--- config.mk ---
export PLATFORM = sky130hd
export DESIGN_NAME = mem_arbiter_flat
export DESIGN_NICKNAME = d
export VERILOG_FILES = /design/src/uhdl_mem_pkg.sv /design/src/mem_beat_if.sv /design/src/mem_arbiter.sv /design/src/flat_wrapper.sv
export VERILOG_INCLUDE_DIRS = /design/src
export SDC_FILE = /design/constraint.sdc
export NUM_CORES = 1
export LEC_CHECK = 0
export ABC_CLOCK_PERIOD_IN_PS = 2300
export BUFFER_PORTS_ARGS = -buffer_cell sky130_fd_sc_hd__buf_2
export CAP_MARGIN = 15
export CORE_AREA = 2 2 142 144
export CTS_CLUSTER_DIAMETER = 200
export DETAILED_ROUTE_END_ITERATION = 7
export DIE_AREA = 0 0 144 146
export PLACE_DENSITY = 0.52
export SLEW_MARGIN = 40
export SYNTH_ARGS = -nofsm -noshare
export SYNTH_HDL_FRONTEND = slang
export SYNTH_SLANG_ARGS = --single-unit
--- constraint.sdc ---
create_clock -name uhdl_common -period 2.3 [get_ports uhdl_common]
set_input_delay 0.23 -clock uhdl_common [delete_from_list [all_inputs] [get_ports uhdl_common]]
set_output_delay 0.23 -clock uhdl_common [all_outputs]
set_load 0.02 [all_outputs]
--- src/uhdl_mem_cfg.svh ---
// Memory subsystem sizes
`ifndef UHDL_MEM_CFG_SVH
`define UHDL_MEM_CFG_SVH

// Shared word store
`define UHDL_MEM_AW 12       // 4096 store words
`define UHDL_WORD_W 32       // Store word width

// Port address widths, scaled down from the full machine
`define UHDL_SDRAM_AW 10     // Main memory words
`define UHDL_VRAM_AW 10      // Video memory words
`define UHDL_MCR_AW 9        // Microcode words, two store words each

// Region bases in store words
`define UHDL_SDRAM_BASE 0    // Main memory region
`define UHDL_VRAM_BASE 1024  // Shared by video CPU and VGA refresh
`define UHDL_MCR_BASE 2048   // Microcode region, 1024 store words

// Microcode word
`define UHDL_MCR_W 49        // Low 32 bits in the first store word

`endif

--- src/uhdl_mem_pkg.sv ---
// Memory subsystem types
package uhdl_mem_pkg;

`include "uhdl_mem_cfg.svh"

   // One store word
   typedef logic [`UHDL_WORD_W-1:0] word_t;

   // Store address, region base included
   typedef logic [`UHDL_MEM_AW-1:0] phys_addr_t;

   // Microcode word, spans two store words
   typedef logic [`UHDL_MCR_W-1:0] mcr_word_t;

   // Requesters of the store, and no owner
   typedef enum logic [2:0] {
      PORT_NONE,   // Bus free
      PORT_VGA,    // Refresh read, highest priority
      PORT_MCR,    // Microcode
      PORT_VRAM,   // Video memory from the CPU
      PORT_SDRAM   // Main memory, lowest priority
   } port_id_e;

   // Arbiter sequencing
   typedef enum logic [1:0] {
      ARB_IDLE,    // Pick an owner
      ARB_BEAT,    // Grant one beat per cycle
      ARB_WAIT,    // Last read data returns
      ARB_DONE     // Settle before next pick
   } arb_state_e;

endpackage

--- src/mem_beat_if.sv ---
// Port to arbiter beat link
`timescale 1ns/1ps

interface mem_beat_if;
   import uhdl_mem_pkg::*;

   // Port side
   logic       pending;  // Beat waiting for the store
   logic       write;    // Beat writes wdata
   phys_addr_t addr;     // Store address of this beat
   word_t      wdata;    // Write data of this beat
   logic       last;     // Final beat of the transfer

   // Arbiter side
   logic       grant;    // Beat taken this cycle
   logic       rvalid;   // Beat result, one cycle after grant
   word_t      rdata;    // Store data for read beats

   // Requesting end
   modport port (
      output pending, write, addr, wdata, last,
      input  grant, rvalid, rdata
   );

   // Serving end
   modport arb (
      input  pending, write, addr, wdata, last,
      output grant, rvalid, rdata
   );

endinterface

--- src/mem_arbiter.sv ---
// Fixed priority store arbiter
`timescale 1ns/1ps

module mem_arbiter (
   input  logic                     uhdl_common,
   input  logic                     rst_n,
   mem_beat_if.arb                  mcr_p,
   mem_beat_if.arb                  vram_p,
   mem_beat_if.arb                  sdram_p,
   input  logic                     vga_req,
   input  uhdl_mem_pkg::phys_addr_t vga_addr,
   output uhdl_mem_pkg::word_t      vga_data,
   output logic                     vga_ready,
   output uhdl_mem_pkg::phys_addr_t mem_addr,
   output logic                     mem_we,
   output uhdl_mem_pkg::word_t      mem_wdata,
   input  uhdl_mem_pkg::word_t      mem_rdata
);
   import uhdl_mem_pkg::*;

   arb_state_e state_q, state_d;
   port_id_e   owner_q, owner_d;    // Holds the bus from pick to settle
   logic       issued_q;            // A beat went to the store last cycle

   phys_addr_t own_addr;
   word_t      own_wdata;
   logic       own_write;
   logic       own_last;

   // Next owner and state
   always_comb begin
      state_d = state_q;
      owner_d = owner_q;
      case (state_q)
         ARB_IDLE: begin
            if (vga_req)              owner_d = PORT_VGA;    // Refresh first
            else if (mcr_p.pending)   owner_d = PORT_MCR;
            else if (vram_p.pending)  owner_d = PORT_VRAM;
            else if (sdram_p.pending) owner_d = PORT_SDRAM;
            else                      owner_d = PORT_NONE;
            if (owner_d != PORT_NONE) state_d = ARB_BEAT;
         end
         ARB_BEAT: begin
            if (own_last) state_d = ARB_WAIT;   // Back to back until last
         end
         ARB_WAIT: begin
            state_d = ARB_DONE;                 // Last result returning
         end
         ARB_DONE: begin
            state_d = ARB_IDLE;
            owner_d = PORT_NONE;                // Release the bus
         end
         default: begin
            state_d = ARB_IDLE;
            owner_d = PORT_NONE;
         end
      endcase
   end

   // Beat of the current owner
   always_comb begin
      own_addr  = vga_addr;                     // VGA reads only
      own_wdata = '0;
      own_write = 1'b0;
      own_last  = 1'b1;                         // VGA is a single beat
      case (owner_q)
         PORT_MCR: begin
            own_addr  = mcr_p.addr;
            own_wdata = mcr_p.wdata;
            own_write = mcr_p.write;
            own_last  = mcr_p.last;
         end
         PORT_VRAM: begin
            own_addr  = vram_p.addr;
            own_wdata = vram_p.wdata;
            own_write = vram_p.write;
            own_last  = vram_p.last;
         end
         PORT_SDRAM: begin
            own_addr  = sdram_p.addr;
            own_wdata = sdram_p.wdata;
            own_write = sdram_p.write;
            own_last  = sdram_p.last;
         end
         default: ;
      endcase
   end

   always_ff @(posedge uhdl_common or negedge rst_n) begin
      if (!rst_n) begin
         state_q  <= ARB_IDLE;
         owner_q  <= PORT_NONE;
         issued_q <= 1'b0;
      end else begin
         state_q  <= state_d;
         owner_q  <= owner_d;
         issued_q <= (state_q == ARB_BEAT);     // Store data due next cycle
      end
   end

   // Store side
   assign mem_addr  = own_addr;
   assign mem_wdata = own_wdata;
   assign mem_we    = (state_q == ARB_BEAT) && own_write;

   // Grants, one per beat cycle
   assign mcr_p.grant   = (state_q == ARB_BEAT) && (owner_q == PORT_MCR);
   assign vram_p.grant  = (state_q == ARB_BEAT) && (owner_q == PORT_VRAM);
   assign sdram_p.grant = (state_q == ARB_BEAT) && (owner_q == PORT_SDRAM);

   // Results, owner unchanged until settle
   assign mcr_p.rvalid   = issued_q && (owner_q == PORT_MCR);
   assign vram_p.rvalid  = issued_q && (owner_q == PORT_VRAM);
   assign sdram_p.rvalid = issued_q && (owner_q == PORT_SDRAM);
   assign mcr_p.rdata    = mem_rdata;
   assign vram_p.rdata   = mem_rdata;
   assign sdram_p.rdata  = mem_rdata;
   assign vga_ready      = issued_q && (owner_q == PORT_VGA);
   assign vga_data       = mem_rdata;

endmodule

--- src/flat_wrapper.sv ---
// flat-port wrapper written by rule: the top's interface ports become plain ports
module mem_arbiter_flat import uhdl_mem_pkg::*;
  (uhdl_common, rst_n, vga_req, vga_addr, vga_data, vga_ready, mem_addr, mem_we, mem_wdata, mem_rdata, mcr_p_pending, mcr_p_write, mcr_p_addr, mcr_p_wdata, mcr_p_last, mcr_p_grant, mcr_p_rvalid, mcr_p_rdata, vram_p_pending, vram_p_write, vram_p_addr, vram_p_wdata, vram_p_last, vram_p_grant, vram_p_rvalid, vram_p_rdata, sdram_p_pending, sdram_p_write, sdram_p_addr, sdram_p_wdata, sdram_p_last, sdram_p_grant, sdram_p_rvalid, sdram_p_rdata);
  mem_beat_if mcr_p_i ();
  mem_beat_if vram_p_i ();
  mem_beat_if sdram_p_i ();
  input  logic uhdl_common;
  input  logic rst_n;
  input  logic vga_req;
  input  uhdl_mem_pkg::phys_addr_t vga_addr;
  output uhdl_mem_pkg::word_t vga_data;
  output logic vga_ready;
  output uhdl_mem_pkg::phys_addr_t mem_addr;
  output logic mem_we;
  output uhdl_mem_pkg::word_t mem_wdata;
  input  uhdl_mem_pkg::word_t mem_rdata;
  input wire logic [$bits(mcr_p_i.pending)-1:0] mcr_p_pending;
  input wire logic [$bits(mcr_p_i.write)-1:0] mcr_p_write;
  input wire logic [$bits(mcr_p_i.addr)-1:0] mcr_p_addr;
  input wire logic [$bits(mcr_p_i.wdata)-1:0] mcr_p_wdata;
  input wire logic [$bits(mcr_p_i.last)-1:0] mcr_p_last;
  output wire logic [$bits(mcr_p_i.grant)-1:0] mcr_p_grant;
  output wire logic [$bits(mcr_p_i.rvalid)-1:0] mcr_p_rvalid;
  output wire logic [$bits(mcr_p_i.rdata)-1:0] mcr_p_rdata;
  input wire logic [$bits(vram_p_i.pending)-1:0] vram_p_pending;
  input wire logic [$bits(vram_p_i.write)-1:0] vram_p_write;
  input wire logic [$bits(vram_p_i.addr)-1:0] vram_p_addr;
  input wire logic [$bits(vram_p_i.wdata)-1:0] vram_p_wdata;
  input wire logic [$bits(vram_p_i.last)-1:0] vram_p_last;
  output wire logic [$bits(vram_p_i.grant)-1:0] vram_p_grant;
  output wire logic [$bits(vram_p_i.rvalid)-1:0] vram_p_rvalid;
  output wire logic [$bits(vram_p_i.rdata)-1:0] vram_p_rdata;
  input wire logic [$bits(sdram_p_i.pending)-1:0] sdram_p_pending;
  input wire logic [$bits(sdram_p_i.write)-1:0] sdram_p_write;
  input wire logic [$bits(sdram_p_i.addr)-1:0] sdram_p_addr;
  input wire logic [$bits(sdram_p_i.wdata)-1:0] sdram_p_wdata;
  input wire logic [$bits(sdram_p_i.last)-1:0] sdram_p_last;
  output wire logic [$bits(sdram_p_i.grant)-1:0] sdram_p_grant;
  output wire logic [$bits(sdram_p_i.rvalid)-1:0] sdram_p_rvalid;
  output wire logic [$bits(sdram_p_i.rdata)-1:0] sdram_p_rdata;
  assign mcr_p_i.pending = mcr_p_pending;
  assign mcr_p_i.write = mcr_p_write;
  assign mcr_p_i.addr = mcr_p_addr;
  assign mcr_p_i.wdata = mcr_p_wdata;
  assign mcr_p_i.last = mcr_p_last;
  assign mcr_p_grant = mcr_p_i.grant;
  assign mcr_p_rvalid = mcr_p_i.rvalid;
  assign mcr_p_rdata = mcr_p_i.rdata;
  assign vram_p_i.pending = vram_p_pending;
  assign vram_p_i.write = vram_p_write;
  assign vram_p_i.addr = vram_p_addr;
  assign vram_p_i.wdata = vram_p_wdata;
  assign vram_p_i.last = vram_p_last;
  assign vram_p_grant = vram_p_i.grant;
  assign vram_p_rvalid = vram_p_i.rvalid;
  assign vram_p_rdata = vram_p_i.rdata;
  assign sdram_p_i.pending = sdram_p_pending;
  assign sdram_p_i.write = sdram_p_write;
  assign sdram_p_i.addr = sdram_p_addr;
  assign sdram_p_i.wdata = sdram_p_wdata;
  assign sdram_p_i.last = sdram_p_last;
  assign sdram_p_grant = sdram_p_i.grant;
  assign sdram_p_rvalid = sdram_p_i.rvalid;
  assign sdram_p_rdata = sdram_p_i.rdata;
  mem_arbiter u_core (.uhdl_common(uhdl_common), .rst_n(rst_n), .mcr_p(mcr_p_i), .vram_p(vram_p_i), .sdram_p(sdram_p_i), .vga_req(vga_req), .vga_addr(vga_addr), .vga_data(vga_data), .vga_ready(vga_ready), .mem_addr(mem_addr), .mem_we(mem_we), .mem_wdata(mem_wdata), .mem_rdata(mem_rdata));
endmodule
# == Yosys cells after proc, flatten, opt, wreduce, memory -nomap -nowiden ==
# Index checks and enable logic that the tools add are counted.
# W data, S select, Z words.
# totals
reg_bits,6
word_cells,37
in_bits,188
# classes
mux,13
n_eq_ne,9
n_reduce_logical,12
# op_table
operator,n
$pmux W32 S3,1
$pmux W12 S3,1
$mux W3,5
$logic_and A1 B1 Y1,8
$pmux W2 S4,1
$eq A3 B2 Y1 const B,2
$pmux W1 S3,2
$pmux W3 S2,1
$eq A2 B2 Y1 const B,2
$mux W2,2
$ne A2 B1 Y1 const B,2
$eq A3 B1 Y1 const B,1
$eq A3 B3 Y1 const B,1
$reduce_bool A3 Y1,1
$eq A2 B1 Y1 const B,1
$logic_not A2 Y1,1
$reduce_and A2 Y1,1
$reduce_bool A2 Y1,1

# == Logic depth before layout (Yosys ltp) ==
# depth
ltp_word,8
ltp_mapped,6

# == Least setup slack after synthesis ==
# No wires, ideal clock.
# synth_timing
path_kind,flip-flop to output port
start,register u_core.owner_q[2]
end,output port mcr_p_rvalid
t_required_ns,2.070
stages_incl_launch_ff,5
slack_ns,0.602
arrival_ns,1.468
cell_sequence,dfrtp_1 > nand2b_1 > buf_2 > buf_1 > nor3b_1
# synth_via
elab_chain_len,2
# synth_lines
item,line_no,source
from (decl),mem_arbiter.sv:22,"port_id_e owner_q, owner_d;"
from (signal assigned),mem_arbiter.sv:96,owner_q <= owner_d;
$eq A3 B2 Y1,mem_arbiter.sv:112,assign mcr_p.rvalid = issued_q && (owner_q == PORT_MCR);
$logic_and A1 B1 Y1,mem_arbiter.sv:112,
to (decl),flat_wrapper.sv:23,output wire logic [$bits(mcr_p_i.rvalid)-1:0] mcr_p_rvalid;
# Every way passes these cells.

# == Worst setup path in the final report ==
# layout_timing
start,register u_core.owner_q[0]
end,output port mem_addr[3]
# layout_via
elab_chain_len,2
word_cells_on_any_way,4
classes_between,eq/ne (3); mux (1)
# layout_lines
item,line_no,source
$eq A3 B3 Y1 or $eq A3 B2 Y1 (tied branches),mem_arbiter.sv:66,case (owner_q)
$pmux W12 S3 (*),mem_arbiter.sv:66,
to (decl),flat_wrapper.sv:13,output uhdl_mem_pkg::phys_addr_t mem_addr;
# Every way passes the cells marked *; elsewhere a longest branch is shown, timed or not.

==> impl_metrics.env <==
export IMPL_relSlewSlack_pct=64.6
export IMPL_tritoncts="yes"
export IMPL_overflow=0
export IMPL_wl_per_cell_microns=13.0
export IMPL_status="finished, final reports clean"
export IMPL_worstHoldPathType="in2reg"
export IMPL_worst_ep_arrival_time_ns=1.75
export IMPL_antenna_found_initial=0
export IMPL_drt_iter0_drc=75
export IMPL_setup_violations=0
export IMPL_synth_cells_most_frequent="buf_4 (128), nand2_1 (52), mux2i_1 (46)"
export IMPL_core_area_sq_um=19300
export IMPL_synthMuxAreaShare_pct=19.9
export IMPL_max_freq_ghz=0.505
export IMPL_max_vdd_ir_drop_mv=0.473
export IMPL_yosysTopAreaCell="buf_4"
export IMPL_gp_congestion=0.772
export IMPL_place_area_sq_um=2780
export IMPL_syn_area_sq_um=2370
export IMPL_yosysTopAreaCellShare_pct=40.5
export IMPL_synth_most_common_cell="buf_4"
export IMPL_p_comb_share_pct=80.2
export IMPL_synth_simple_gate_area_share_pct=12.8
export IMPL_finalSetupTns_ns=0
export IMPL_clock_path_buffers=2
export IMPL_maxCapViolations=0
export IMPL_die_x_microns=144
export IMPL_cts_setup_buffers=0
export IMPL_power_internal_mw=1.26
export IMPL_ios=368
export IMPL_synth_compound_gate_area_share_pct=15.0
export IMPL_viasPerCell=3.48
export IMPL_rsz0062_at_grt="no"
export IMPL_portBuffers=207
export IMPL_hold_viol_final=0
export IMPL_grt_pass1_wl_mm=12.2
export IMPL_start_util_pct=12.3
export IMPL_drt_pre_antenna_iters=4
export IMPL_crit_slowest_cell="dfrtp_4"
export IMPL_cp_max_fo=11
export IMPL_synth_top_family_by_area="buffers and inverters"
export IMPL_synth_flop_cell="dfrtp_1"
export IMPL_p_per_area_nw_per_um2=925
export IMPL_drc=0
export IMPL_ys_seq_area_share_pct=6.33
export IMPL_clk_pin_slew_worst_paths_ns=0.04
export IMPL_criticalPathCategory="reg2out"
export IMPL_cp_required_ns=2.07
export IMPL_cts_buffers=3
export IMPL_area_delta_synth_final_pct=21.0
export IMPL_grt_max_degree=26
export IMPL_fin_nets=594
export IMPL_ys_types=29
export IMPL_slew_viol_final=0
export IMPL_insertedDiodeCount=0
export IMPL_synth_xor_area_share_pct=0
export IMPL_first_global_vias=2291
export IMPL_synthesis_nets=518
export IMPL_period_minus_slack_ns=1.98
export IMPL_synth_edf_count=0
export IMPL_cts_sinks=6
export IMPL_fin_skew_ns=0.00187
export IMPL_p_sw_mw=1.40
export IMPL_clock_root_buffer="clkbuf_16"
export IMPL_critical_path_max_stage_delay_ns=0.51
export IMPL_grt_use_total_pct=7.38
export IMPL_startpoint_type="register"
export IMPL_design_area_sq_um=2870
export IMPL_synthArstFlopShare_pct=100
export IMPL_vias=2315
export IMPL_power_mw=2.65
export IMPL_clock_latency_ns=0.23
export IMPL_worstSetupEndpointType="primary output"
export IMPL_fin_crit_sh_pct=86.1
export IMPL_p_seq_share_pct=8.8
export IMPL_hpwl_mm=7.37
export IMPL_rows=51
export IMPL_routed_wl_mm=8.65
export IMPL_die_y_microns=146
export IMPL_p_leak_nw=1.48
export IMPL_cp_common_cell="nand2_1"
export IMPL_p_clk_share_pct=11.1
export IMPL_drive_above_1_share_pct=55.1
export IMPL_postSynthCellCount=326
export IMPL_yosysWarnings=0
export IMPL_path_cells="nor2_1 -> nand2_1 -> nand2_1 -> o221a_1 -> buf_2"
export IMPL_avgSynthCellArea_sq_um=7.28
export IMPL_tightest_slew_ns=0.531
export IMPL_drt_antenna_violating_nets=0
export IMPL_ys_ff_latch=6
export IMPL_synth_fa_ha_area_share_pct=2.11
export IMPL_p_sw_share_pct=52.7
export IMPL_h_tree_depth=1
export IMPL_synth_area_leaders="buf_4 (41%), mux2i_1 (19%), nand2_1 (8.2%)"
export IMPL_die_area_sq_um=21000
cell families after synthesis:
kind of cell,Yosys count
compound gates,52
fa+ha+maj,4
buf+inv,147
flops,6
mux,47
simple gates,70
critical path, delay by kind of cell (launching register included):
kind                   cells  cell delay, ns
AND/OR/NAND/NOR            3            0.53
AO/OA/AOI/OAI              1            0.30
buffers and inverters      1            0.17
flip-flops                 1            0.51
path summary, 6_finish.rpt:
path / start / endpoint / slack [ns] / depth (start not counted)
hold reg to reg: u_core.state_q[1]$_DFFE_PN0P_ / u_core.state_q[1]$_DFFE_PN0P_ / 0.56 / 1
setup / recovery: u_core.owner_q[0]$_DFFE_PN0P_ / mem_addr[3] / 0.32 / 5
max in group asynchronous: rst_n / u_core.owner_q[0]$_DFFE_PN0P_ / 1.77 / 2
hold / removal: vga_req / u_core.owner_q[1]$_DFFE_PN0P_ / 0.25 / 2
min in group asynchronous: rst_n / u_core.owner_q[0]$_DFFE_PN0P_ / 0.36 / 2
setup reg to reg: u_core.owner_q[1]$_DFFE_PN0P_ / u_core.state_q[1]$_DFFE_PN0P_ / 0.46 / 4
placed cells by master (no fill, tap or decap):
cell           instances
dfrtp_1                5
nand3_1                2
and3_1                 1
inv_1                  3
mux2_1                 1
buf_2                207
ha_1                   4
clkbuf_1               1
mux2i_1               46
buf_4                  6
dlygate4sd3_1          1
nand2b_2               1
nor2_1                 6
o21ai_1               34
nor3b_1                1
o41ai_1                1
o211ai_1               1
a21oi_1                1
a32o_1                 1
clkbuf_16              3
nor2b_1                1
and2b_1                1
buf_12                 1
o221a_1               11
and2_1                 3
o31ai_1                1
nor3b_4                1
dfrtp_4                1
nand2_1               52
a31oi_2                1
o32a_1                 1
nor3_1                 1
per-stage QoR:
stage | worst slack [ns] | utilization, % | instances | hold WS [ns]
final | 0.321 | 14.8 | 666 | 0.254
after global routing | 0.198 | 14.8 | 666 | 0.269
after CTS | 0.306 | 14.8 | 666 | 0.242
after detailed placement | 0.473 | 14.4 | 661 | 0.0655
after global placement | 0.512 | 14.4 | 661 | 0.0658
after floorplan | 0.602 | - | 326 | -0.0656
state kept, by name, summed over array words and instances (netlist names):
signal and flops:
u_core.owner_q 3, u_core.state_q 2, u_core.issued_q 1
cell type report:
| type | instances | area, sq um |
|---|---|---|
| clock buffer | 4 | 78.8 |
| timing repair buffer | 215 | 1110 |
| fill | 2256 | 16500 |
| inverter | 3 | 11.3 |
| multi-input combinational | 173 | 1180 |
| sequential | 6 | 154 |
| tap | 265 | 332 |
power groups by stage:
stage,logic [mW],clock network [mW],registers [mW]
finish,2.13,0.294,0.233
global placement,2.15,0,0.230
detailed placement,2.15,0,0.233
floorplan,1.80,0,0.192
CTS,2.16,0.297,0.233
global route,2.32,0.305,0.241
repair_timing:
action	in CTS	in global routing
endpoints found under the hold margin	6	0
gates resized for setup	0	0
hold buffers	1	0
routing by layer:
layer  vias to the layer above  wire length (microns)  global-route usage, %
li1                       1118                      -                      -
met1                       996                   3430                   8.41
met2                       151                   3910                   12.3
met3                        50                    889                   2.27
met4                         0                    422                   3.87
met5                         -                      0                      0
(Power assumes the default switching activity.)
