[src/uhdl_mem_cfg.svh]
// Memory subsystem sizes
`ifndef UHDL_MEM_CFG_SVH
`define UHDL_MEM_CFG_SVH

// Shared word store
`define UHDL_MEM_AW 12       // 4096 store words
`define UHDL_WORD_W 32       // Store word width

// Port address widths, scaled down from the full machine
`define UHDL_SDRAM_AW 10     // Main memory words
`define UHDL_VRAM_AW 10      // Video memory words
`define UHDL_MCR_AW 9        // Microcode words, two store words each

// Region bases in store words
`define UHDL_SDRAM_BASE 0    // Main memory region
`define UHDL_VRAM_BASE 1024  // Shared by video CPU and VGA refresh
`define UHDL_MCR_BASE 2048   // Microcode region, 1024 store words

// Microcode word
`define UHDL_MCR_W 49        // Low 32 bits in the first store word

`endif

[src/uhdl_mem_pkg.sv]
// Memory subsystem types
package uhdl_mem_pkg;

`include "uhdl_mem_cfg.svh"

   // One store word
   typedef logic [`UHDL_WORD_W-1:0] word_t;

   // Store address, region base included
   typedef logic [`UHDL_MEM_AW-1:0] phys_addr_t;

   // Microcode word, spans two store words
   typedef logic [`UHDL_MCR_W-1:0] mcr_word_t;

   // Requesters of the store, and no owner
   typedef enum logic [2:0] {
      PORT_NONE,   // Bus free
      PORT_VGA,    // Refresh read, highest priority
      PORT_MCR,    // Microcode
      PORT_VRAM,   // Video memory from the CPU
      PORT_SDRAM   // Main memory, lowest priority
   } port_id_e;

   // Arbiter sequencing
   typedef enum logic [1:0] {
      ARB_IDLE,    // Pick an owner
      ARB_BEAT,    // Grant one beat per cycle
      ARB_WAIT,    // Last read data returns
      ARB_DONE     // Settle before next pick
   } arb_state_e;

endpackage

[src/mem_beat_if.sv]
// Port to arbiter beat link
`timescale 1ns/1ps

interface mem_beat_if;
   import uhdl_mem_pkg::*;

   // Port side
   logic       pending;  // Beat waiting for the store
   logic       write;    // Beat writes wdata
   phys_addr_t addr;     // Store address of this beat
   word_t      wdata;    // Write data of this beat
   logic       last;     // Final beat of the transfer

   // Arbiter side
   logic       grant;    // Beat taken this cycle
   logic       rvalid;   // Beat result, one cycle after grant
   word_t      rdata;    // Store data for read beats

   // Requesting end
   modport port (
      output pending, write, addr, wdata, last,
      input  grant, rvalid, rdata
   );

   // Serving end
   modport arb (
      input  pending, write, addr, wdata, last,
      output grant, rvalid, rdata
   );

endinterface

[src/req_port.sv]
// Requester port datapath
`timescale 1ns/1ps
`include "uhdl_mem_cfg.svh"

module req_port #(
   parameter type data_t      = uhdl_mem_pkg::word_t,
   parameter int  REGION_BASE = 0
) (
   input  logic                    uhdl_common,
   input  logic                    rst_n,
   input  logic                    req,
   input  logic                    write,
   input  uhdl_mem_pkg::phys_addr_t addr,
   input  data_t                   data_in,
   output data_t                   data_out,
   output logic                    ready,
   output logic                    done,
   mem_beat_if.port                beat
);
   import uhdl_mem_pkg::*;

   localparam int DW    = $bits(data_t);
   localparam int WW    = `UHDL_WORD_W;
   localparam int BEATS = (DW + WW - 1) / WW;      // Store words per payload
   localparam int PW    = BEATS * WW;              // Payload padded to whole words
   localparam int CW    = (BEATS > 1) ? $clog2(BEATS) : 1;

   logic          busy_q;                          // Request in flight
   logic          pending_q;                       // Beats left to grant
   logic          write_q;
   logic [CW-1:0] gcnt_q;                          // Beats granted
   logic [CW-1:0] rcnt_q;                          // Beats returned
   phys_addr_t    addr_q;                          // Address of next beat
   logic [PW-1:0] wr_q;                            // Write words, low first
   logic [PW-1:0] rd_q;                            // Read words gathered so far
   logic [PW-1:0] rd_next;

   // Newest read word enters at the top
   assign rd_next = (rd_q >> WW) | (PW'(beat.rdata) << (PW - WW));

   assign beat.pending = pending_q;
   assign beat.write   = write_q;
   assign beat.addr    = addr_q;
   assign beat.wdata   = wr_q[WW-1:0];                 // Current word
   assign beat.last    = (gcnt_q == CW'(BEATS - 1));

   always_ff @(posedge uhdl_common or negedge rst_n) begin
      if (!rst_n) begin
         busy_q    <= 1'b0;
         pending_q <= 1'b0;
         write_q   <= 1'b0;
         ready     <= 1'b0;
         done      <= 1'b0;
         gcnt_q    <= '0;
         rcnt_q    <= '0;
      end else begin
         ready <= 1'b0;
         done  <= 1'b0;
         if (req && !busy_q) begin                 // Capture while idle
            busy_q    <= 1'b1;
            pending_q <= 1'b1;
            write_q   <= write;
            ready     <= 1'b1;
            gcnt_q    <= '0;
            rcnt_q    <= '0;
         end
         if (beat.grant) begin
            gcnt_q <= gcnt_q + 1'b1;
            if (beat.last) pending_q <= 1'b0;       // No more beats to offer
         end
         if (beat.rvalid) begin
            rcnt_q <= rcnt_q + 1'b1;
            if (rcnt_q == CW'(BEATS - 1)) begin     // Final result back
               busy_q <= 1'b0;
               done   <= 1'b1;
            end
         end
      end
   end

   // Payload path
   always_ff @(posedge uhdl_common) begin
      if (req && !busy_q) begin
         addr_q <= phys_addr_t'(REGION_BASE) + phys_addr_t'(addr * BEATS);
         wr_q   <= PW'(data_in);
      end else if (beat.grant) begin
         addr_q <= addr_q + 1'b1;                   // Next store word
         wr_q   <= wr_q >> WW;
      end
      if (beat.rvalid) begin
         rd_q <= rd_next;
         if (!write_q && rcnt_q == CW'(BEATS - 1))
            data_out <= rd_next[DW-1:0];            // Held until next read
      end
   end

endmodule

[src/flat_wrapper.sv]
// flat-port wrapper written by rule: the top's interface ports become plain ports
module req_port_flat import uhdl_mem_pkg::*;
#(
   parameter type data_t      = uhdl_mem_pkg::word_t,
   parameter int  REGION_BASE = 0
)
  (uhdl_common, rst_n, req, write, addr, data_in, data_out, ready, done, beat_pending, beat_write, beat_addr, beat_wdata, beat_last, beat_grant, beat_rvalid, beat_rdata);
  mem_beat_if beat_i ();
  input  logic uhdl_common;
  input  logic rst_n;
  input  logic req;
  input  logic write;
  input  uhdl_mem_pkg::phys_addr_t addr;
  input  data_t data_in;
  output data_t data_out;
  output logic ready;
  output logic done;
  output wire logic [$bits(beat_i.pending)-1:0] beat_pending;
  output wire logic [$bits(beat_i.write)-1:0] beat_write;
  output wire logic [$bits(beat_i.addr)-1:0] beat_addr;
  output wire logic [$bits(beat_i.wdata)-1:0] beat_wdata;
  output wire logic [$bits(beat_i.last)-1:0] beat_last;
  input wire logic [$bits(beat_i.grant)-1:0] beat_grant;
  input wire logic [$bits(beat_i.rvalid)-1:0] beat_rvalid;
  input wire logic [$bits(beat_i.rdata)-1:0] beat_rdata;
  assign beat_pending = beat_i.pending;
  assign beat_write = beat_i.write;
  assign beat_addr = beat_i.addr;
  assign beat_wdata = beat_i.wdata;
  assign beat_last = beat_i.last;
  assign beat_i.grant = beat_grant;
  assign beat_i.rvalid = beat_rvalid;
  assign beat_i.rdata = beat_rdata;
  req_port #(.data_t(data_t), .REGION_BASE(REGION_BASE)) u_core (.uhdl_common(uhdl_common), .rst_n(rst_n), .req(req), .write(write), .addr(addr), .data_in(data_in), .data_out(data_out), .ready(ready), .done(done), .beat(beat_i));
endmodule
[config.mk]
export PLATFORM = sky130hd
export DESIGN_NAME = req_port_flat
export DESIGN_NICKNAME = d
export VERILOG_FILES = /design/src/uhdl_mem_pkg.sv /design/src/mem_beat_if.sv /design/src/req_port.sv /design/src/flat_wrapper.sv
export VERILOG_INCLUDE_DIRS = /design/src
export SDC_FILE = /design/constraint.sdc
export NUM_CORES = 1
export LEC_CHECK = 0
export ABC_AREA = 1
export BUFFER_PORTS_ARGS = -buffer_cell sky130_fd_sc_hd__buf_2
export CAP_MARGIN = 25
export CORE_ASPECT_RATIO = 0.5
export CORE_UTILIZATION = 40
export DETAILED_ROUTE_END_ITERATION = 10
export PLACE_DENSITY = 0.77
export SYNTH_ARGS = -nofsm -noshare
export SYNTH_HDL_FRONTEND = slang
export SYNTH_SLANG_ARGS = --single-unit
[constraint.sdc]
create_clock -name uhdl_common -period 9.8 [get_ports uhdl_common]
set_clock_uncertainty 0.05 [all_clocks]
set_input_delay 0.49 -clock uhdl_common [delete_from_list [all_inputs] [get_ports uhdl_common]]
set_output_delay 0.49 -clock uhdl_common [all_outputs]
set_load 0.01 [all_outputs]
# Word level (Yosys, flattened, before mapping)

Index checks and enable logic that the tools add are counted.

Output and inout bits: 81
Register bits after elaboration: 83
Word-level logic and storage cells: 38
Input bits: 82

Bitwise logic cells: 2
Multiplexer cells: 16
Reduce and logical (&&, ||, !) cells: 7
$add $sub $neg: 3

Operators by type and width:

| cell                                                            | count |
|---|---|
| 32-bit two-way mux                                              | 2 |
| 12-bit two-way mux                                              | 2 |
| 12-bit by 1-bit adder with 12-bit output, second input constant | 1 |
| 1-bit two-way mux                                               | 12 |
| 2-bit nonzero test                                              | 2 |
| 1-bit adder, second input constant                              | 2 |
| 1-bit logical AND                                               | 2 |
| 1-bit logical NOT                                               | 2 |
| 1-bit inverter                                                  | 2 |
| 2-bit AND reduction                                             | 1 |

# Logic depth before layout (Yosys ltp)

Gate-level depths: netlist (run 1).

Depth in word-level cells: 5
Depth in mapped cells: 7
Gate-level depth less buffers: 7

# Worst setup path after synthesis (run 1)

No wires, ideal clock.

Path type: input port to flip-flop
Start: input port beat_rvalid
End: register u_core.data_out[0] (netlist name) (enable)
Stages on the path: 2
Setup slack: 6543 ps
Buffers on the path: 0
Data required time: 9289 ps
Setup time: 461 ps
Arrival time: 2746 ps
Cells stage by stage: inv_1 > nor3_1

Longest elaborated chain between the ends: 1

RTL lines:

| element                       | line               | source |
|---|---|---|
| from (decl)                   | flat_wrapper.sv:24 | `input wire logic [$bits(beat_i.rvalid)-1:0] beat_rvalid;` |
| 2-bit AND reduction (no line) | -                  |  |
| to (signal assigned)          | req_port.sv:93     | `data_out <= rd_next[DW-1:0];` |
| to (decl)                     | req_port.sv:15     | `output data_t data_out,` |

Every way passes these cells.
A chain may end at the register's enable or synchronous reset.

# Worst setup path in the final report (run 1)

Start: register u_core.busy_q
End: register u_core.wr_q[27] (netlist: u_core.beat.wdata[27]) (enable)

Longest elaborated chain between the ends: 3

RTL lines:

| element                      | line           | source |
|---|---|---|
| from (decl)                  | req_port.sv:28 | `logic busy_q;` |
| from (signal assigned)       | req_port.sv:49 | `busy_q <= 1'b0;` |
| from (signal assigned)       | req_port.sv:60 | `busy_q <= 1'b1;` |
| from (signal assigned)       | req_port.sv:74 | `busy_q <= 1'b0;` |
| 1-bit logical NOT            | req_port.sv:83 | `if (req && !busy_q) begin` |
| 1-bit logical AND            | req_port.sv:83 |  |
| 2-bit nonzero test (no line) | -              |  |
| to (signal assigned)         | req_port.sv:85 | `wr_q <= PW'(data_in);` |
| to (signal assigned)         | req_port.sv:88 | `wr_q <= wr_q >> WW;` |
| to (decl)                    | req_port.sv:34 | `logic [PW-1:0] wr_q;` |

Every way passes these cells.

==> metrics.yaml, run 1 <==
p_total_mw: 0.923
crit_type: "flop to flop"
cts_root_buf: "clkbuf_16"
drt_pass1_iterations: 4
cts_tree: "done"
place_ws_ns: 7.46
yosysTopAreaCellShare: 0.713
start_util: 0.424
die_area_sq_um: 8380
port-buffer-count: 162
grt_pass1_wl_microns: 10500
diodes: 0
die-height_microns: 65.2
async_flop_share: 0.0843
period_needed_ns: 1.79
grt_usage: 0.172
hold_start: "beat_rdata[0]"
fp.coreArea_sq_um: 7540
hold_class: "primary input to flop"
viasPerCell: 4.35
end_kind: "flop"
wl_met3_microns: 359
gr-total-overflow: 0
cts_max_path_buffers: 2
routabilityCongestion: 0.775
leakage_nw: 2.16
hold_viol: 0
maxSlewHeadroom: 0.504
netlist.top_cell.by_area: "edfxtp_1"
ys_types: 23
fin_nets: 503
arrival_ns: 1.76
synthFlopType: "edfxtp_1"
yosys_warnings: 0
wl_per_cell_microns: 13.0
ys_seq_area_frac: 0.768
cts_made_buffers: 9
vias: 2318
wl_microns: 6930
synth-seq-cells: 83
setup_ws_ns: 8.01
p_per_area_nw_per_um2: 208
synth_nets: 332
cp_cell_sequence: "nor2_4 > or2_2 > buf_12"
avgSynthCellArea_sq_um: 12.8
cts-resized-gates: 0
routed.top_layer: "met4"
crit_path_max_fanout: 36
critical_path.startpoint: "u_core.busy_q$_DFF_PN0_"
cp_slowest_cell: "dfrtp_1"
grt_pass1_vias: 2178
fill_cells: 682
tightest_slew_ns: 0.743
grt_max_degree: 46
h-tree-depth: 3
synth_common_cells: "edfxtp_1 (76), nand2_1 (43), inv_1 (42), nor2_1 (41), nand3_1 (13)"
synth_edf_count: 76
synthCells: 249
slowest_delay_ns: 0.42
slew_viol_final: 0
clock-sinks: 83
required_ns: 9.77
cp-start-kind: "flop"
final_antenna_net_count: 0
met1Wirelength_microns: 2650
setup_viol: 0
synthTopCellsByArea: "edfxtp_1 (71%), dfrtp_1 (5.5%), nand2_1 (5.0%), inv_1 (4.9%), nor2_1 (4.8%)"
hold_ws_ns: 0.284
antenna_found_initial: 0
synthToLayoutAreaGrowth_pct: 38.5
period_share: 0.182
regToRegStartpoint: "u_core.busy_q$_DFF_PN0_"
fp-row-count: 22
synth.cell_area_sq_um: 3200
status: "finished, final reports clean"
drtIter0Drc: 95
die_x_microns: 128
rsz0062_at_grt: "false"
drc: 0
maxCapViolations: 0
wl_met2_microns: 3830
num_io_pins: 163
ir_worst_vdd_v: 0.000105
clk_pin_slew_ns: 0.06
clock.fmax_mhz: 560
clk_latency_ns: 0.33
synth.most_common_cell: "edfxtp_1"
setup-tns-final_ns: 0
dp_hpwl_microns: 5010
drive_gt1_frac: 0.438
-- registers in the layout, indices dropped and copies added (netlist names) --
signal,cells
u_core.beat.wdata,32
u_core.data_out,32
u_core.beat.pending,1
u_core.beat.addr,12
u_core.rcnt_q,1
u_core.beat.write,1
u_core.ready,1
u_core.gcnt_q,1
u_core.busy_q,1
u_core.done,1
-- report_power, final --
| part | internal [mW] | total [mW] | switching (mW) |
|---|---|---|---|
| clock network | 0.201 | 0.321 | 0.120 |
| logic | 0.0563 | 0.140 | 0.0839 |
| registers | 0.439 | 0.462 | 0.0228 |
| total | 0.696 | 0.923 | 0.227 |
-- worst paths after layout --
| check | depth (start not counted) | slack (ns) | end |
|---|---|---|---|
| worst max-delay path | 3 | 8.01 | u_core.beat.wdata[27]$_SDFFCE_PN0P_ |
| worst min-delay path | 1 | 0.28 | u_core.data_out[0]$_DFFE_PP_ |
| worst max register to register | 3 | 8.01 | u_core.beat.wdata[27]$_SDFFCE_PN0P_ |
| worst min register to register | 1 | 0.46 | u_core.beat.pending$_DFF_PN0_ |
| max in group asynchronous | 2 | 9.07 | u_core.rcnt_q$_DFFE_PN0P_ |
| min in group asynchronous | 2 | 0.47 | u_core.ready$_DFF_PN0_ |
-- placed cells by master, fill, tap and decap left out --
| cell type | synthesis | final |
|---|---|---|
| a21o_1 | 1 | 1 |
| edfxtp_1 | 76 | 76 |
| nand2_1 | 43 | 43 |
| nor2_2 | 3 | 3 |
| clkbuf_16 | 0 | 10 |
| o21ai_0 | 4 | 4 |
| clkinv_2 | 0 | 1 |
| nand4_1 | 1 | 1 |
| buf_12 | 0 | 1 |
| inv_2 | 1 | 1 |
| dfrtp_1 | 7 | 7 |
| buf_4 | 0 | 1 |
| inv_1 | 42 | 42 |
| buf_2 | 1 | 162 |
| xor2_1 | 2 | 2 |
| dlygate4sd3_1 | 0 | 1 |
| a31oi_1 | 1 | 1 |
| clkbuf_1 | 0 | 3 |
| nand3_1 | 13 | 13 |
| xnor2_1 | 1 | 1 |
| nand2_2 | 1 | 1 |
| nor3_2 | 0 | 1 |
| o21ai_1 | 1 | 1 |
| ha_1 | 1 | 1 |
| nor2_4 | 2 | 2 |
| clkbuf_8 | 0 | 2 |
| or2_2 | 1 | 1 |
| nor2_1 | 41 | 41 |
| o21a_1 | 1 | 1 |
-- layout make-up --
class	instances	area, sq um	area share
Sequential cell	83	2460	0.554
Timing Repair Buffer	165	848	0.191
Multi-Input combinational cell	118	536	0.121
Clock buffer	15	289	0.0652
Inverter	43	161	0.0364
Tap cell	108	135	0.0305
Clock inverter	1	5.00	0.00113
-- metrics by stage --
stage               std cells   util  instance area (sq um)
floorplan                 249      -                   3200
global placement          515  0.545                   4110
detailed placement        515  0.545                   4110
CTS                       532  0.585                   4410
global route              533  0.588                   4430
finish                    533  0.588                   4430
-- kinds of logic (layout without fill, tap and decap cells) --
group	Yosys count	after routing	share of synthesized area
adder cells (fa/ha/maj)	1	1	0.00391
buffers and inverters	48	224	0.0661
XOR/XNOR	3	3	0.00821
flip-flops	83	83	0.768
AND/OR/NAND/NOR	106	106	0.139
AO/OA/AOI/OAI	8	8	0.0145
-- critical path: cells and delay by family (launching register included) --
kind / cells / cell delay [ns]
buffers and inverters: 1 / 0.25
flip-flops: 1 / 0.42
AND/OR/NAND/NOR: 2 / 0.72
-- layer usage --
metal  vias up  global-route usage
met4         0              0.0706
met2        61               0.316
li1       1154                   -
met5         -                   0
met1      1093               0.187
met3        10              0.0537
-- timing repair --
| item | CTS | global route |
|---|---|---|
| buffers inserted | 0 | 0 |
| hold buffers | 1 | 0 |
| hold endpoints to repair | 7 | 0 |
No activity file was read; power rests on OpenSTA's default activity.
==> inputs of run 2 (changes only) <==
Settings changed: ABC_AREA 1 to 0, PLACE_DENSITY 0.77 to 0.8.
Clock period 9.8 ns to 1.4 ns, I/O delays scaled along.
==> run 2 against run 1 <==
The run now ends with setup timing left. Count of clock-buffer cells in the layout shrank 3. Setup slack lost 8.1 ns. Final cell count grew 4.5%. Combinational power grew to 11 times the previous value. First-iteration DRC count grew 110%. Core utilization grew 14 points. Synthesized cell count shrank 23%. Sequential power grew to 7.0 times the previous value. Flip-flop and latch count is the same. Maximum frequency grew 18%. Register-to-register slack lost 8.1 ns.
==> metrics.yaml, run 2 <==
status: "finished with violations"  # was finished, final reports clean
violations: "setup timing"
maxCapViolations: 0  # unchanged
hold_end: "u_core.beat.addr[4]$_DFFE_PP_"  # was u_core.data_out[0]$_DFFE_PP_
end_kind: "flop"  # unchanged
required_ns: 1.52  # was 9.77 ns
drive_gt1_frac: 0.465  # was 0.438
setup_ws_ns: -0.112  # was 8.01 ns
rrSetupSlack_ns: -0.11  # was 8.01 ns
dp_hpwl_microns: 5110  # was 5010 microns
clk_latency_ns: 0.33  # about the same
die_x_microns: 126  # was 128 microns
final_antenna_net_count: 0  # unchanged
instances_no_fill: 557  # was 533
vias: 2597  # was 2318
layout_commonest_cell: "buf_2"  # unchanged
rr_endpoint: "u_core.beat.addr[10]$_DFFE_PP_"  # was u_core.beat.wdata[27]$_SDFFCE_PN0P_
critical_path.startpoint: "u_core.beat.addr[0]$_DFFE_PP_"  # was u_core.busy_q$_DFF_PN0_
hold_viol: 0  # unchanged
placed_area_sq_um: 4240  # was 4110 sq um
start_util: 0.418  # was 0.424
maxSlewHeadroom: 0.840  # was 0.504
antenna_found_initial: 1  # was 0
crit_path_max_fanout: 7  # was 36
mostFrequentLayoutCells: "buf_2 (162), edfxtp_1 (76), dlygate4sd3_1 (71), and2_1 (32), buf_4 (20)"  # was buf_2 (162), edfxtp_1 (76), nand2_1 (43), inv_1 (42), nor2_1 (41)
leakage_nw: 2.35  # was 2.16 nW
wl_per_cell_microns: 16.0  # was 13.0 microns
setup_viol: 9  # was 0
path_buf_inv: 0  # was 1
cts_root_buf: "clkbuf_16"  # unchanged
synth-seq-cells: 83  # unchanged
port-buffer-count: 162  # unchanged
grtUsageMet3: 0.0528  # was 0.0537
cts_made_buffers: 9  # unchanged
final_cell_area_sq_um: 5360  # was 4430 sq um
hold_start: "addr[4]"  # was beat_rdata[0]
rsz0062_at_grt: "true"  # was false
drtIter0Drc: 199  # was 95
reg2reg_depth: 4  # was 3
cp_slowest_cell: "edfxtp_1"  # was dfrtp_1
hold_class: "primary input to flop"  # unchanged
yosys_warnings: 0  # unchanged
synthFlopType: "edfxtp_1"  # unchanged
final_core_util: 0.727  # was 0.588
h-tree-depth: 3  # unchanged
clock-sinks: 83  # unchanged
ys_seq_area_frac: 0.798  # was 0.768
synthCells: 192  # was 249
regToRegStartpoint: "u_core.beat.addr[0]$_DFFE_PP_"  # was u_core.busy_q$_DFF_PN0_
grt_usage: 0.214  # was 0.172
p_total_mw: 7.18  # was 0.923 mW
dpl.cell_count: 461  # was 515
arrival_ns: 1.64  # was 1.76 ns
synth_nets: 275  # was 332
grt-busiest-layer: "met2"  # unchanged
gr-total-overflow: 0  # unchanged
synth.cell_area_sq_um: 3080  # was 3200 sq um
synth.most_common_cell: "edfxtp_1"  # unchanged
netlist.top_cell.by_area: "edfxtp_1"  # unchanged
period_share: 1.08  # was 0.182
fin_nets: 538  # was 503
grt_pass1_vias: 2723  # was 2178
avgSynthCellArea_sq_um: 16.0  # was 12.8 sq um
cts_tree: "done"  # unchanged
slew_viol_final: 0  # unchanged
drc: 0  # unchanged
crit_type: "flop to flop"  # unchanged
drt_pass1_iterations: 4  # unchanged
cts_max_path_buffers: 2  # unchanged
fp-row-count: 22  # unchanged
grt_max_degree: 33  # was 46
period_needed_ns: 1.51  # was 1.79 ns
die_area_sq_um: 8080  # was 8380 sq um
ir_worst_vdd_v: 0.000659  # was 0.000105 V
wl_microns: 8890  # was 6930 microns
synth_edf_count: 76  # unchanged
num_io_pins: 163  # unchanged
crit_family: "simple AND/OR/NAND/NOR gates"  # unchanged
clk_pin_slew_ns: 0.06  # about the same
routabilityCongestion: 0.795  # was 0.775
synthToLayoutAreaGrowth_pct: 74.1  # was 38.5%
synthTopCellsByArea: "edfxtp_1 (74%), and2_1 (6.5%), dfrtp_1 (5.7%), nor2_1 (1.6%), a31oi_1 (1.4%)"  # was edfxtp_1 (71%), dfrtp_1 (5.5%), nand2_1 (5.0%), inv_1 (4.9%), nor2_1 (4.8%)
slowest_delay_ns: 0.47  # was 0.42 ns
cp-start-kind: "flop"  # unchanged
clock.fmax_mhz: 661  # was 560 MHz
async_flop_share: 0.0843  # unchanged
grtUsageMet1: 0.215  # was 0.187
die-height_microns: 64.1  # was 65.2 microns
cp_cell_sequence: "ha_4 > nand3_4 > or4_1 > a31oi_1"  # was nor2_4 > or2_2 > buf_12
yosysTopAreaCellShare: 0.741  # was 0.713
viasPerCell: 4.66  # was 4.35
synth_common_cells: "edfxtp_1 (76), and2_1 (32), nor2_1 (13), nand2_1 (11), o21ai_0 (8)"  # was edfxtp_1 (76), nand2_1 (43), inv_1 (42), nor2_1 (41), nand3_1 (13)
worstHoldPathCells: 3  # was 1
grt_pass1_wl_microns: 12900  # was 10500 microns
hold_ws_ns: 0.0239  # was 0.284 ns
ys_types: 26  # was 23
tightest_slew_ns: 0.240  # was 0.743 ns
p_per_area_nw_per_um2: 1340  # was 208 nW/um^2
fp.coreArea_sq_um: 7380  # was 7540 sq um
grt_use_met2: 0.427  # was 0.316
-- run 2: repair_timing --
| item | 4_1_cts | 5_1_grt |
|---|---|---|
| setup endpoints to repair | 5 | 24 |
| pin swaps | 0 | 9 |
| buffers inserted | 0 | 10 |
| hold buffers | 71 | 0 |
| gates resized for setup | 0 | 12 |
| hold endpoints to repair | 78 | 0 |
-- run 2: power breakdown --
part           switching, mW  internal (mW)
clock network          0.870           1.55
registers              0.171           3.08
logic                  0.736          0.770
-- run 2: per-stage QoR --
stage | worst slack [ns] | TNS (ns)
after floorplan | -0.0752 | -2.21
after global placement | -0.00970 | -0.00970
after detailed placement | -0.0438 | -0.106
after CTS | -0.0705 | -0.205
after global routing | -0.150 | -0.854
final | -0.112 | -0.319
-- run 2: worst register-to-register path, delay by kind of cell, from the launching register on --
family                     cells  cell delay (ns)
AOI/OAI and AO/OA              1             0.13
adders and majority gates      1             0.19
DFF                            1             0.47
and+or+nand+nor                2             0.52
-- run 2: worst max path at each step --
stage | cells after the start | endpoint | slack (ns)
detailed placement | 4 | u_core.beat.addr[10]$_DFFE_PP_ | -0.04
global route | 4 | u_core.beat.addr[10]$_DFFE_PP_ | -0.15
global placement | 4 | u_core.beat.addr[10]$_DFFE_PP_ | -0.01
CTS | 3 | u_core.beat.addr[11]$_DFFE_PP_ | -0.07
finish | 4 | u_core.beat.addr[10]$_DFFE_PP_ | -0.11
floorplan | 4 | u_core.beat.addr[10]$_DFFE_PP_ | -0.08
-- run 2: logic make-up after synthesis --
| family | after synthesis | synth area share |
|---|---|---|
| buffers and inverters | 10 | 0.0126 |
| AND/OR/NAND/NOR | 75 | 0.139 |
| AO/OA/AOI/OAI | 20 | 0.0386 |
| flip-flops | 83 | 0.798 |
| adder cells (fa/ha/maj) | 1 | 0.00406 |
| XOR/XNOR | 3 | 0.00853 |
-- run 2: routing by layer --
layer / up-vias / share of wire / wire, microns
li1: 1233 / - / -
met1: 1259 / 0.36 / 3190
met2: 76 / 0.58 / 5110
met3: 27 / 0.036 / 322
met4: 2 / 0.028 / 251
met5: - / 0.0015 / 13
-- run 2: cell type report --
| class | instances | area [sq um] |
|---|---|---|
| Inverter | 4 | 18.8 |
| Clock inverter | 4 | 67.6 |
| Fill cell | 435 | 2010 |
| Clock buffer | 12 | 236 |
| Tap cell | 96 | 120 |
| Timing Repair Buffer | 258 | 1770 |
| Sequential cell | 83 | 2460 |
| Multi-Input combinational cell | 99 | 689 |
| Antenna cell | 1 | 2.50 |
